<file path="config.mk">
export PLATFORM = sky130hd
export DESIGN_NAME = write_buffer_top
export DESIGN_NICKNAME = d
export VERILOG_FILES = /design/src/source/wbuf_pkg.sv /design/src/source/store_port_if.sv /design/src/source/store_head_if.sv /design/src/source/store_queue.sv /design/src/source/store_bus_master.sv /design/src/source/write_buffer_top.sv
export SDC_FILE = /design/constraint.sdc
export NUM_CORES = 1
export LEC_CHECK = 0
export BUFFER_PORTS_ARGS = -buffer_cell sky130_fd_sc_hd__buf_2
export CAP_MARGIN = 20
export CORE_ASPECT_RATIO = 1.75
export CORE_UTILIZATION = 35
export DETAILED_ROUTE_END_ITERATION = 8
export GPL_ROUTABILITY_DRIVEN = 0
export MAX_ROUTING_LAYER = met4
export SYNTH_ARGS = -nofsm -noshare
export SYNTH_HDL_FRONTEND = slang
export SYNTH_SLANG_ARGS = --single-unit
</file>
<file path="constraint.sdc">
create_clock -name clk_i -period 14.1 [get_ports clk_i]
set_clock_uncertainty 0.05 [all_clocks]
set_input_delay 2.115 -clock clk_i [delete_from_list [all_inputs] [get_ports clk_i]]
set_output_delay 2.115 -clock clk_i [all_outputs]
set_load 0.1 [all_outputs]
</file>
<file path="src/source/wbuf_pkg.sv">
package wbuf_pkg;

	// ==============================
	// bus and store field widths
	// ==============================

	localparam int ADDR_W = 32;
	localparam int DATA_W = 32;
	localparam int SEL_W = 4;
	localparam int ID_W = 4;

	// number of stores the buffer can hold at once
	localparam int WB_DEPTH = 4;
	// the write pointer counts 0 to WB_DEPTH, so it needs one more bit than an index
	localparam int WB_PTR_W = $clog2(WB_DEPTH + 1);
	localparam int WB_IDX_W = $clog2(WB_DEPTH);

	// ==============================
	// fault codes
	// ==============================

	localparam int FAULT_W = 2;
	localparam logic [FAULT_W-1:0] FLT_NONE = 2'd0;
	localparam logic [FAULT_W-1:0] FLT_BUS = 2'd1;
	localparam logic [FAULT_W-1:0] FLT_TLB = 2'd2;
	localparam logic [FAULT_W-1:0] FLT_WRV = 2'd3;

	// ==============================
	// bus master state encodings
	// ==============================

	localparam logic [1:0] ST_IDLE = 2'd0;
	localparam logic [1:0] ST_BEAT1_ACK = 2'd1;
	localparam logic [1:0] ST_BEAT2_REQ = 2'd2;
	localparam logic [1:0] ST_BEAT2_ACK = 2'd3;

endpackage

</file>
<file path="src/source/store_port_if.sv">
`timescale 1ns/1ps

// one store port from the issue logic into the write buffer queue
interface store_port_if import wbuf_pkg::*; ();

	// request side, held stable by the source until ack
	logic              wr;
	logic [ID_W-1:0]   id;
	logic [SEL_W-1:0]  sel;
	logic [ADDR_W-1:0] adr;
	logic [DATA_W-1:0] dat;

	// ack is a single cycle pulse in the cycle after the queue took the store
	logic              ack;
	// hit is combinational and tells the load path a queued store covers this word
	logic              hit;

	// the issue side drives the store and watches for ack
	modport src (
		output wr, id, sel, adr, dat,
		input  ack, hit
	);

	// the queue side takes the store and answers ack and hit
	modport sink (
		input  wr, id, sel, adr, dat,
		output ack, hit
	);

endinterface

</file>
<file path="src/source/store_head_if.sv">
`timescale 1ns/1ps

// oldest queued store handed to the bus master, plus the master's requests back
interface store_head_if import wbuf_pkg::*; ();

	// head entry of the queue, only meaningful while valid is high
	logic              valid;
	logic [ID_W-1:0]   id;
	logic [SEL_W-1:0]  sel;
	logic [ADDR_W-1:0] adr;
	logic [DATA_W-1:0] dat;

	// retire drops the head after a good store
	logic              retire;
	// flush throws away every queued store after a fault
	logic              flush;

	modport queue (
		output valid, id, sel, adr, dat,
		input  retire, flush
	);

	// the master only reads the head and pulses retire or flush
	modport master (
		input  valid, id, sel, adr, dat,
		output retire, flush
	);

endinterface

</file>
<file path="src/source/store_queue.sv">
`timescale 1ns/1ps

module store_queue import wbuf_pkg::*; (
	input logic          clk_i,
	input logic          rst_i,
	input logic          wb_en_i,
	store_port_if.sink   p0,
	store_port_if.sink   p1,
	store_head_if.queue  head
);

	// ==============================
	// queue storage
	// ==============================

	// entry 0 is always the oldest store, later arrivals sit above it
	logic [WB_DEPTH-1:0] ent_v;
	logic [ID_W-1:0]     ent_id  [WB_DEPTH];
	logic [SEL_W-1:0]    ent_sel [WB_DEPTH];
	logic [ADDR_W-1:0]   ent_adr [WB_DEPTH];
	logic [DATA_W-1:0]   ent_dat [WB_DEPTH];

	// next free slot, equal to WB_DEPTH when the queue is full
	logic [WB_PTR_W-1:0] wr_ptr;
	logic [WB_IDX_W-1:0] wr_idx;
	logic                room;
	// cleared by a fault flush and set again by the enable pulse
	logic                en_q;

	logic                p0_ack_q;
	logic                p1_ack_q;
	logic                p0_hit;
	logic                p1_hit;

	logic                take_p0;
	logic                take_p1;
	logic                do_write;
	logic                do_shift;

	logic [ID_W-1:0]     in_id;
	logic [SEL_W-1:0]    in_sel;
	logic [ADDR_W-1:0]   in_adr;
	logic [DATA_W-1:0]   in_dat;

	// ==============================
	// port arbitration
	// ==============================

	assign room = wr_ptr < WB_PTR_W'(WB_DEPTH);
	assign wr_idx = wr_ptr[WB_IDX_W-1:0];

	// a port whose ack is high is finishing its handshake, so its wr is ignored
	// and the other port may take the slot in that same cycle
	assign take_p0 = en_q & room & ~head.flush & p0.wr & ~p0_ack_q;
	assign take_p1 = en_q & room & ~head.flush & ~take_p0 & p1.wr & ~p1_ack_q;
	assign do_write = take_p0 | take_p1;

	// port 0 always wins the mux when it is taken
	assign in_id  = take_p0 ? p0.id  : p1.id;
	assign in_sel = take_p0 ? p0.sel : p1.sel;
	assign in_adr = take_p0 ? p0.adr : p1.adr;
	assign in_dat = take_p0 ? p0.dat : p1.dat;

	// an empty head slot is closed up whenever no store is written in that cycle
	assign do_shift = ~ent_v[0] & ~do_write;

	// ==============================
	// control state
	// ==============================

	always_ff @(posedge clk_i) begin
		if (rst_i) begin
			ent_v <= '0;
			wr_ptr <= '0;
			en_q <= 1'b1;
			p0_ack_q <= 1'b0;
			p1_ack_q <= 1'b0;
		end else begin
			p0_ack_q <= take_p0;
			p1_ack_q <= take_p1;
			if (head.flush) begin
				// a faulted store poisons everything behind it
				ent_v <= '0;
				wr_ptr <= '0;
				en_q <= 1'b0;
			end else begin
				if (wb_en_i)
					en_q <= 1'b1;
				// the retired slot stays in place until the next shift
				if (head.retire)
					ent_v[0] <= 1'b0;
				if (do_write) begin
					ent_v[wr_idx] <= 1'b1;
					wr_ptr <= wr_ptr + 1'b1;
				end else if (do_shift) begin
					ent_v <= {1'b0, ent_v[WB_DEPTH-1:1]};
					if (wr_ptr != '0)
						wr_ptr <= wr_ptr - 1'b1;
				end
			end
		end
	end

	// store payload follows the valid bits but needs no reset
	always_ff @(posedge clk_i) begin
		if (do_write) begin
			ent_id[wr_idx] <= in_id;
			ent_sel[wr_idx] <= in_sel;
			ent_adr[wr_idx] <= in_adr;
			ent_dat[wr_idx] <= in_dat;
		end else if (do_shift) begin
			for (int j = 0; j < WB_DEPTH - 1; j++) begin
				ent_id[j] <= ent_id[j+1];
				ent_sel[j] <= ent_sel[j+1];
				ent_adr[j] <= ent_adr[j+1];
				ent_dat[j] <= ent_dat[j+1];
			end
		end
	end

	// ==============================
	// load hit detection
	// ==============================

	// a load must wait while any queued store touches the same 32-bit word
	always_comb begin
		p0_hit = 1'b0;
		p1_hit = 1'b0;
		for (int n = 0; n < WB_DEPTH; n++) begin
			if (ent_v[n] && ent_adr[n][ADDR_W-1:2] == p0.adr[ADDR_W-1:2])
				p0_hit = 1'b1;
			if (ent_v[n] && ent_adr[n][ADDR_W-1:2] == p1.adr[ADDR_W-1:2])
				p1_hit = 1'b1;
		end
	end

	assign p0.ack = p0_ack_q;
	assign p1.ack = p1_ack_q;
	assign p0.hit = p0_hit;
	assign p1.hit = p1_hit;

	// the master always sees the oldest entry
	assign head.valid = ent_v[0];
	assign head.id = ent_id[0];
	assign head.sel = ent_sel[0];
	assign head.adr = ent_adr[0];
	assign head.dat = ent_dat[0];

endmodule

</file>
<file path="src/source/store_bus_master.sv">
`timescale 1ns/1ps

module store_bus_master import wbuf_pkg::*; (
	input  logic               clk_i,
	input  logic               rst_i,
	input  logic               cyc_pending_i,
	input  logic               ack_i,
	input  logic               err_i,
	input  logic               tlbmiss_i,
	input  logic               wrv_i,
	store_head_if.master       head,
	output logic               cyc_o,
	output logic               stb_o,
	output logic               we_o,
	output logic [SEL_W-1:0]   sel_o,
	output logic [ADDR_W-1:0]  adr_o,
	output logic [DATA_W-1:0]  dat_o,
	output logic               wb_has_bus_o,
	output logic               commit_o,
	output logic [ID_W-1:0]    commit_id_o,
	output logic               cache_wr_o,
	output logic [SEL_W-1:0]   cache_sel_o,
	output logic [ADDR_W-1:0]  cache_adr_o,
	output logic [DATA_W-1:0]  cache_dat_o,
	output logic [FAULT_W-1:0] fault_o
);

	logic [1:0]          state;

	// upper lanes of a store that straddles a word, sent on the second beat
	logic [SEL_W-1:0]    sel_shift;
	logic [DATA_W-1:0]   dat_shift;

	// head store shifted into an 8-lane window by its byte offset
	logic [1:0]          byte_off;
	logic [2*SEL_W-1:0]  sel_win;
	logic [2*DATA_W-1:0] dat_win;

	logic                retire_q;
	logic                flush_q;

	logic                term;
	logic                fault_hit;
	logic [FAULT_W-1:0]  fault_code;
	logic                start;
	logic                beat2;
	logic                finish;

	// ==============================
	// lane steering
	// ==============================

	assign byte_off = head.adr[1:0];
	assign sel_win = {{SEL_W{1'b0}}, head.sel} << byte_off;
	assign dat_win = {{DATA_W{1'b0}}, head.dat} << {byte_off, 3'b000};

	// any of these ends the current beat
	assign term = ack_i | err_i | tlbmiss_i | wrv_i;
	assign fault_hit = err_i | tlbmiss_i | wrv_i;

	// tlb miss outranks a write violation, which outranks a plain bus error
	always_comb begin
		if (tlbmiss_i)
			fault_code = FLT_TLB;
		else if (wrv_i)
			fault_code = FLT_WRV;
		else if (err_i)
			fault_code = FLT_BUS;
		else
			fault_code = FLT_NONE;
	end

	// while retire or flush is out the queue has not yet dropped the old head,
	// so a new store must not start off it
	assign start = (state == ST_IDLE) & head.valid & ~cyc_o & ~cyc_pending_i
		& ~retire_q & ~flush_q;
	// the slave must drop its ack before the second strobe goes out
	assign beat2 = (state == ST_BEAT2_REQ) & ~ack_i;
	// a fault on the first beat ends the store without a second beat
	assign finish = ((state == ST_BEAT1_ACK) & term & (fault_hit | (sel_shift == '0)))
		| ((state == ST_BEAT2_ACK) & term);

	// ==============================
	// bus state machine
	// ==============================

	always_ff @(posedge clk_i) begin
		if (rst_i) begin
			state <= ST_IDLE;
			cyc_o <= 1'b0;
			stb_o <= 1'b0;
			we_o <= 1'b0;
			wb_has_bus_o <= 1'b0;
			commit_o <= 1'b0;
			cache_wr_o <= 1'b0;
			retire_q <= 1'b0;
			flush_q <= 1'b0;
			fault_o <= FLT_NONE;
		end else begin
			// completion side effects are all single cycle pulses
			commit_o <= finish;
			cache_wr_o <= finish;
			retire_q <= finish & ~fault_hit;
			flush_q <= finish & fault_hit;
			case (state)
				ST_IDLE: begin
					if (start) begin
						cyc_o <= 1'b1;
						stb_o <= 1'b1;
						we_o <= 1'b1;
						wb_has_bus_o <= 1'b1;
						state <= ST_BEAT1_ACK;
					end
				end
				ST_BEAT1_ACK: begin
					if (term) begin
						stb_o <= 1'b0;
						state <= finish ? ST_IDLE : ST_BEAT2_REQ;
					end
				end
				ST_BEAT2_REQ: begin
					if (beat2) begin
						stb_o <= 1'b1;
						state <= ST_BEAT2_ACK;
					end
				end
				ST_BEAT2_ACK: begin
					if (term) begin
						stb_o <= 1'b0;
						state <= ST_IDLE;
					end
				end
				default: state <= ST_IDLE;
			endcase
			// a clean finish clears any older code, a faulted one records it
			if (finish) begin
				cyc_o <= 1'b0;
				we_o <= 1'b0;
				wb_has_bus_o <= 1'b0;
				fault_o <= fault_code;
			end
		end
	end

	// bus payload and the commit record carry no reset
	always_ff @(posedge clk_i) begin
		if (start) begin
			sel_o <= sel_win[SEL_W-1:0];
			adr_o <= {head.adr[ADDR_W-1:2], 2'b00};
			dat_o <= dat_win[DATA_W-1:0];
			sel_shift <= sel_win[2*SEL_W-1:SEL_W];
			dat_shift <= dat_win[2*DATA_W-1:DATA_W];
		end
		if (beat2) begin
			sel_o <= sel_shift;
			adr_o <= {adr_o[ADDR_W-1:2] + 1'b1, 2'b00};
			dat_o <= dat_shift;
			sel_shift <= '0;
		end
		// the cache gets the store as issued, not the lane-shifted form
		if (finish) begin
			commit_id_o <= head.id;
			cache_sel_o <= head.sel;
			cache_adr_o <= head.adr;
			cache_dat_o <= head.dat;
		end
	end

	assign head.retire = retire_q;
	assign head.flush = flush_q;

endmodule

</file>
<file path="src/source/write_buffer_top.sv">
`timescale 1ns/1ps

module write_buffer_top import wbuf_pkg::*; (
	input  logic               clk_i,
	input  logic               rst_i,
	input  logic               wb_en_i,
	input  logic               cyc_pending_i,
	// store port 0, the higher priority one
	input  logic               p0_wr_i,
	input  logic [ID_W-1:0]    p0_id_i,
	input  logic [SEL_W-1:0]   p0_sel_i,
	input  logic [ADDR_W-1:0]  p0_adr_i,
	input  logic [DATA_W-1:0]  p0_dat_i,
	output logic               p0_ack_o,
	output logic               p0_hit_o,
	// store port 1
	input  logic               p1_wr_i,
	input  logic [ID_W-1:0]    p1_id_i,
	input  logic [SEL_W-1:0]   p1_sel_i,
	input  logic [ADDR_W-1:0]  p1_adr_i,
	input  logic [DATA_W-1:0]  p1_dat_i,
	output logic               p1_ack_o,
	output logic               p1_hit_o,
	// data bus
	output logic               cyc_o,
	output logic               stb_o,
	output logic               we_o,
	output logic [SEL_W-1:0]   sel_o,
	output logic [ADDR_W-1:0]  adr_o,
	output logic [DATA_W-1:0]  dat_o,
	input  logic               ack_i,
	input  logic               err_i,
	input  logic               tlbmiss_i,
	input  logic               wrv_i,
	// completion to the instruction queue and the data cache
	output logic               wb_has_bus_o,
	output logic               commit_o,
	output logic [ID_W-1:0]    commit_id_o,
	output logic               cache_wr_o,
	output logic [SEL_W-1:0]   cache_sel_o,
	output logic [ADDR_W-1:0]  cache_adr_o,
	output logic [DATA_W-1:0]  cache_dat_o,
	output logic [FAULT_W-1:0] fault_o
);

	store_port_if p0_if ();
	store_port_if p1_if ();
	store_head_if head_if ();

	// ==============================
	// plain ports onto the interfaces
	// ==============================

	assign p0_if.wr = p0_wr_i;
	assign p0_if.id = p0_id_i;
	assign p0_if.sel = p0_sel_i;
	assign p0_if.adr = p0_adr_i;
	assign p0_if.dat = p0_dat_i;
	assign p0_ack_o = p0_if.ack;
	assign p0_hit_o = p0_if.hit;

	assign p1_if.wr = p1_wr_i;
	assign p1_if.id = p1_id_i;
	assign p1_if.sel = p1_sel_i;
	assign p1_if.adr = p1_adr_i;
	assign p1_if.dat = p1_dat_i;
	assign p1_ack_o = p1_if.ack;
	assign p1_hit_o = p1_if.hit;

	// queue owns ordering and hits, the master owns the bus
	store_queue u_store_queue (
		.clk_i   (clk_i),
		.rst_i   (rst_i),
		.wb_en_i (wb_en_i),
		.p0      (p0_if.sink),
		.p1      (p1_if.sink),
		.head    (head_if.queue)
	);

	store_bus_master u_store_bus_master (
		.clk_i         (clk_i),
		.rst_i         (rst_i),
		.cyc_pending_i (cyc_pending_i),
		.ack_i         (ack_i),
		.err_i         (err_i),
		.tlbmiss_i     (tlbmiss_i),
		.wrv_i         (wrv_i),
		.head          (head_if.master),
		.cyc_o         (cyc_o),
		.stb_o         (stb_o),
		.we_o          (we_o),
		.sel_o         (sel_o),
		.adr_o         (adr_o),
		.dat_o         (dat_o),
		.wb_has_bus_o  (wb_has_bus_o),
		.commit_o      (commit_o),
		.commit_id_o   (commit_id_o),
		.cache_wr_o    (cache_wr_o),
		.cache_sel_o   (cache_sel_o),
		.cache_adr_o   (cache_adr_o),
		.cache_dat_o   (cache_dat_o),
		.fault_o       (fault_o)
	);

endmodule

</file>
==> impl_metrics.toml, run 1 <==
[outcome]
outcome = "finished, final reports clean"

[cts]
cts.path.max_buffers = 3
clk_pin_slew_worst_paths_ns = 0.07
clock_sinks = 472
numCtsBuffers = 46
htree_levels = 2
insertion_delay_ns = 0.62
cts_tree = "yes"
postCtsResizedCells = 0
hold_buffers = 0
postCtsSetupBuffers = 0
cts_root_buffer = "clkbuf_16"

[synthesis]
synth_top_area_share_pct = 59.0
ys_types = 60
synth_area_leader_cell = "edfxtp_1"
synth_area_leaders = "edfxtp_1, o21a_1, xnor2_1"
ys.flop_type = "edfxtp_1"
syn_area_sq_um = 22900
ys_async_sr_fraction_pct = 0
yosysSeqAreaShare_pct = 60.9
synth_edf_count = 450
yosys_warnings = 0
synth_area_per_cell_sq_um = 13.6
synth_seq_cells = 472
syn_inst = 1682

[final_layout]
final_nets = 2069
final_cell_mix = "edfxtp_1, buf_2, o21a_1, xnor2_1, xor2_1"
stdcell_area_sq_um = 26400
area_delta_synth_final_pct = 15.4
final_common_cell = "edfxtp_1"
drive_gt1_share_pct = 26.3

[detailed_routing]
dr.max_layer_used = "met4"
dr_wl_met2_microns = 30700
dr.pass1.iters = 5
first_iter_violations = 862
drc_errors = 0
met1_length_microns = 26700
antenna_left = 0
wl_per_cell_microns = 23.4
met3_length_microns = 3860
wl_microns = 64800
vias_per_cell = 5.23
vias = 14500

[timing]
slew-limit-headroom_pct = 23.3
period_share_pct = 44.1
fmax_ghz = 0.161
setup_viol = 0
rsz0062_at_grt = "no"
final.min_clock_period_ns = 6.22
worstMarginPinSlew_ns = 1.15
hold_viol = 0
drv_slew = 0
tns_ns = 0

[hold_path]
hp-class = "flip-flop to flip-flop"

[power_and_ir_drop]
power_density_nw_per_um2 = 242
power_uw = 6400
leakage_uw = 0.00949
ir_worst_vdd_v = 0.000126

[critical_path]
critPathLaunchType = "primary input"
crit_fanout = 5
worst_ep_required_time_ns = 11.94
critPathKind = "primary input to output port"
cp-end-kind = "output port"
cp.arrival_ns = 4.05

[die]
io_pins = 306
die-width_microns = 195
core_area_sq_um = 64500
die_h_microns = 340
die_area_sq_um = 66500
start_util_pct = 35.5
row_count = 123

[placement]
placed_area_sq_um = 25000
dp_hpwl_microns = 46400
port_buffers = 303

[grt]
track_usage_pct = 20.0
grt_max_degree = 200
grt_pass1_vias = 14600
grt_pass1_wl_microns = 95500
overflow = 0
antenna_found_initial = 6

[flow_run]
drv_cap = 0
final timing paths:
path	start	slack, ns	endpoint	cells past startpoint
setup reg to reg	u_store_queue.p0.ack	10.83	u_store_queue.ent_adr[1][12]	5
hold / removal	u_store_queue.ent_id[0][2]	0.34	u_store_bus_master.commit_id_o[2]	0
setup / recovery	p1_adr_i[28]	7.88	p1_hit_o	7
hold reg to reg	u_store_queue.ent_id[0][2]	0.34	u_store_bus_master.commit_id_o[2]	0
routing by layer:
metal / GRT usage (%) / vias up
met1: 24.5 / 7067
li1: - / 6651
met3: 3.55 / 159
met2: 31.6 / 593
met4: 10.4 / 0
met5: - / -
cell families after synthesis:
family,synth area share [%]
other,0.0164
muxes,6.17
adders and majority gates,0.109
DFF,60.9
buffers and inverters,2.98
AOI/OAI and AO/OA,9.92
xor gates and xnor gates,10.2
and+or+nand+nor,9.72
registers in the layout, summed over array words and instances, names as in the netlist, 16 cells and up, named ones only:
name / flops
u_store_queue.ent_adr: 128
u_store_bus_master.cache_dat_o: 32
u_store_bus_master.adr_o: 30
u_store_bus_master.cache_adr_o: 32
u_store_queue.ent_dat: 128
u_store_queue.ent_sel: 16
u_store_bus_master.dat_o: 32
u_store_queue.ent_id: 16
u_store_bus_master.dat_shift: 24
where the power goes:
| group | switching [uW] | internal (uW) |
|---|---|---|
| clock network | 565 | 660 |
| logic | 1600 | 784 |
| registers | 465 | 2330 |
critical path, stage by stage:
cell and delay, ns:
buf_2 0.15, xnor2_1 0.34, nand4_1 0.16, nor4_1 0.46, nand4_1 0.17, nand4_1 0.19, buf_2 0.46
synthesized netlist by cell type (3+ instances only):
master / instances
nor3_1: 9
a21oi_1: 31
edfxtp_1: 450
a22o_1: 8
inv_1: 3
nand2_1: 71
xnor2_1: 161
nand3_1: 22
nor2b_1: 12
mux2i_1: 26
mux2_2: 25
dfxtp_1: 22
clkbuf_2: 3
and2_1: 3
nand2b_4: 26
or3_1: 6
clkbuf_1: 83
buf_2: 30
nor2_1: 55
buf_4: 9
o21ai_0: 29
mux2_4: 58
xor2_1: 105
o31ai_1: 11
nand2b_1: 47
o21a_1: 219
a211oi_1: 9
nor4_1: 34
buf_6: 11
nand4_1: 57
and3_1: 13
metrics by stage:
stage               hold WS (ns)  setup WS [ns]  std cells  util (%)
floorplan                  0.350           5.07       1683         -
global placement           0.355           7.86       2677      38.7
detailed placement         0.367           7.93       2677      38.7
CTS                        0.341           7.92       2761      41.0
global route               0.345           7.81       2766      41.0
finish                     0.337           7.88       2768      41.0
layout make-up:
cell class,instances,area [sq um]
clock buffer,51,1170
sequential,472,14000
clock inverter,33,288
multi-input combinational,1071,8330
fill,6010,38000
antenna,7,17.5
tap,812,1020
inverter,3,12.5
timing repair buffer,319,1650
Note: power is estimated with default switching activity, not from simulation.
==> run 2: changes to the inputs <==
Clock period 14.1 ns to 5.5 ns, I/O delays scaled along.
==> impl_metrics.toml, run 2 (same netlist as run 1, synthesis figures left out) <==
[placement]
placed_area_sq_um = 25000
port_buffers = 303
dp_hpwl_microns = 46900

[critical_path]
r2r_slack_ns = 2.44
critPathLaunchType = "flip-flop"
ff2ff_path_depth = 6
cp-end-kind = "output port"
cp.arrival_ns = 3.10
critPathKind = "flip-flop to output port"
cp-endpoint = "p0_hit_o"
crit_fanout = 3
rr_endpoint = "u_store_queue.ent_adr[0][21]"
startpoint = "u_store_queue.ent_adr[2][6]"
timing.rr.start = "u_store_queue.p0.ack"
worst_ep_required_time_ns = 4.62

[die]
die-width_microns = 195
core_area_sq_um = 64500
io_pins = 306
die_h_microns = 340
die_area_sq_um = 66500
row_count = 123
start_util_pct = 35.5

[detailed_routing]
drc_errors = 0
wl_microns = 65100
vias = 14500
wl_per_cell_microns = 23.5
antenna_left = 0
first_iter_violations = 1148
dr.pass1.iters = 8
vias_per_cell = 5.22

[cts]
numCtsBuffers = 44
htree_levels = 2
cts_root_buffer = "clkbuf_16"
postCtsSetupBuffers = 0
cts.path.max_buffers = 3
clk_pin_slew_worst_paths_ns = 0.07
postCtsResizedCells = 0
cts_tree = "yes"
hold_buffers = 0
clock_sinks = 472
insertion_delay_ns = 0.59

[grt]
grt_max_degree = 160
overflow = 0
grt_pass1_vias = 14500
grt_pass1_wl_microns = 95500
antenna_found_initial = 14
track_usage_pct = 20.1

[hold_path]
worstHoldStart = "u_store_queue.ent_id[0][2]"
hp-class = "flip-flop to flip-flop"

[timing]
hold_viol = 0
tns_ns = 0
drv_slew = 0
setup_viol = 0
final.min_clock_period_ns = 3.97
fmax_ghz = 0.252
slew-limit-headroom_pct = 33.4
period_share_pct = 72.2
worstMarginPinSlew_ns = 0.999
rsz0062_at_grt = "no"

[final_layout]
final_common_cell = "edfxtp_1"
drive_gt1_share_pct = 26.5
final_nets = 2071
area_delta_synth_final_pct = 15.9
top_regs = "u_store_queue.ent_adr (128), u_store_queue.ent_dat (128)"
final_cell_mix = "edfxtp_1, buf_2, o21a_1, xnor2_1, xor2_1"
stdcell_area_sq_um = 26600
fillers = 5960

[power_and_ir_drop]
power_density_nw_per_um2 = 620
leakage_uw = 0.00955
ir_worst_vdd_v = 0.000471

[outcome]
outcome = "finished, final reports clean"

[flow_run]
drv_cap = 0
-- run 2: metal layers --
| layer | part of all wire [%] | up-vias | track usage (%) | wire [microns] |
|---|---|---|---|---|
| li1 | - | 6669 | - | - |
| met1 | 41 | 7041 | 24.6 | 26800 |
| met2 | 48 | 606 | 31.8 | 31000 |
| met3 | 6.6 | 175 | 3.85 | 4280 |
| met4 | 4.8 | 0 | 9.42 | 3120 |
| met5 | 0 | - | - | 0 |
-- run 2: worst min-delay path by stage --
stage                                         to  slack, ns  depth (start not counted)
2_1_floorplan  u_store_bus_master.commit_id_o[0]       0.35                          0
3_3_place_gp   u_store_bus_master.commit_id_o[1]       0.35                          0
3_5_place_dp   u_store_bus_master.commit_id_o[1]       0.37                          0
4_1_cts        u_store_bus_master.commit_id_o[0]       0.37                          0
5_1_grt        u_store_bus_master.commit_id_o[2]       0.38                          0
6_report       u_store_bus_master.commit_id_o[2]       0.36                          0
-- run 2: final cells by class --
type,instances,area [sq um],area share (%)
Clock inverter,24,285,1.07
Sequential cell,472,14000,52.5
Antenna cell,14,35.0,0.132
Tap cell,812,1020,3.83
Multi-Input combinational cell,1071,8330,31.4
Inverter,3,12.5,0.0471
Clock buffer,55,1180,4.46
Timing Repair Buffer,323,1740,6.57
-- run 2: metrics by stage --
stage	setup WS, ns	total power [uW]	cells	hold slack, ns	utilization, %
3_5_place_dp	1.81	13400	2680	0.368	38.8
5_1_grt	1.54	17200	2771	0.376	41.2
2_1_floorplan	0.0277	11500	1683	0.350	-
3_3_place_gp	1.85	13200	2679	0.354	38.8
6_report	1.53	16500	2774	0.364	41.2
4_1_cts	1.73	16600	2759	0.367	41.1
-- run 2: critical path, cell delays in order, from the launching register on --
cell and delay [ns]:
edfxtp_1 0.46, xor2_1 0.25, nor4_1 0.80, nand4_1 0.17, nand4_1 0.33, buf_2 0.50
-- run 2: power breakdown --
part / switching [uW] / internal (uW)
clock network: 1390 / 1770
logic: 4090 / 2060
registers: 1190 / 5960
total: 6670 / 9800
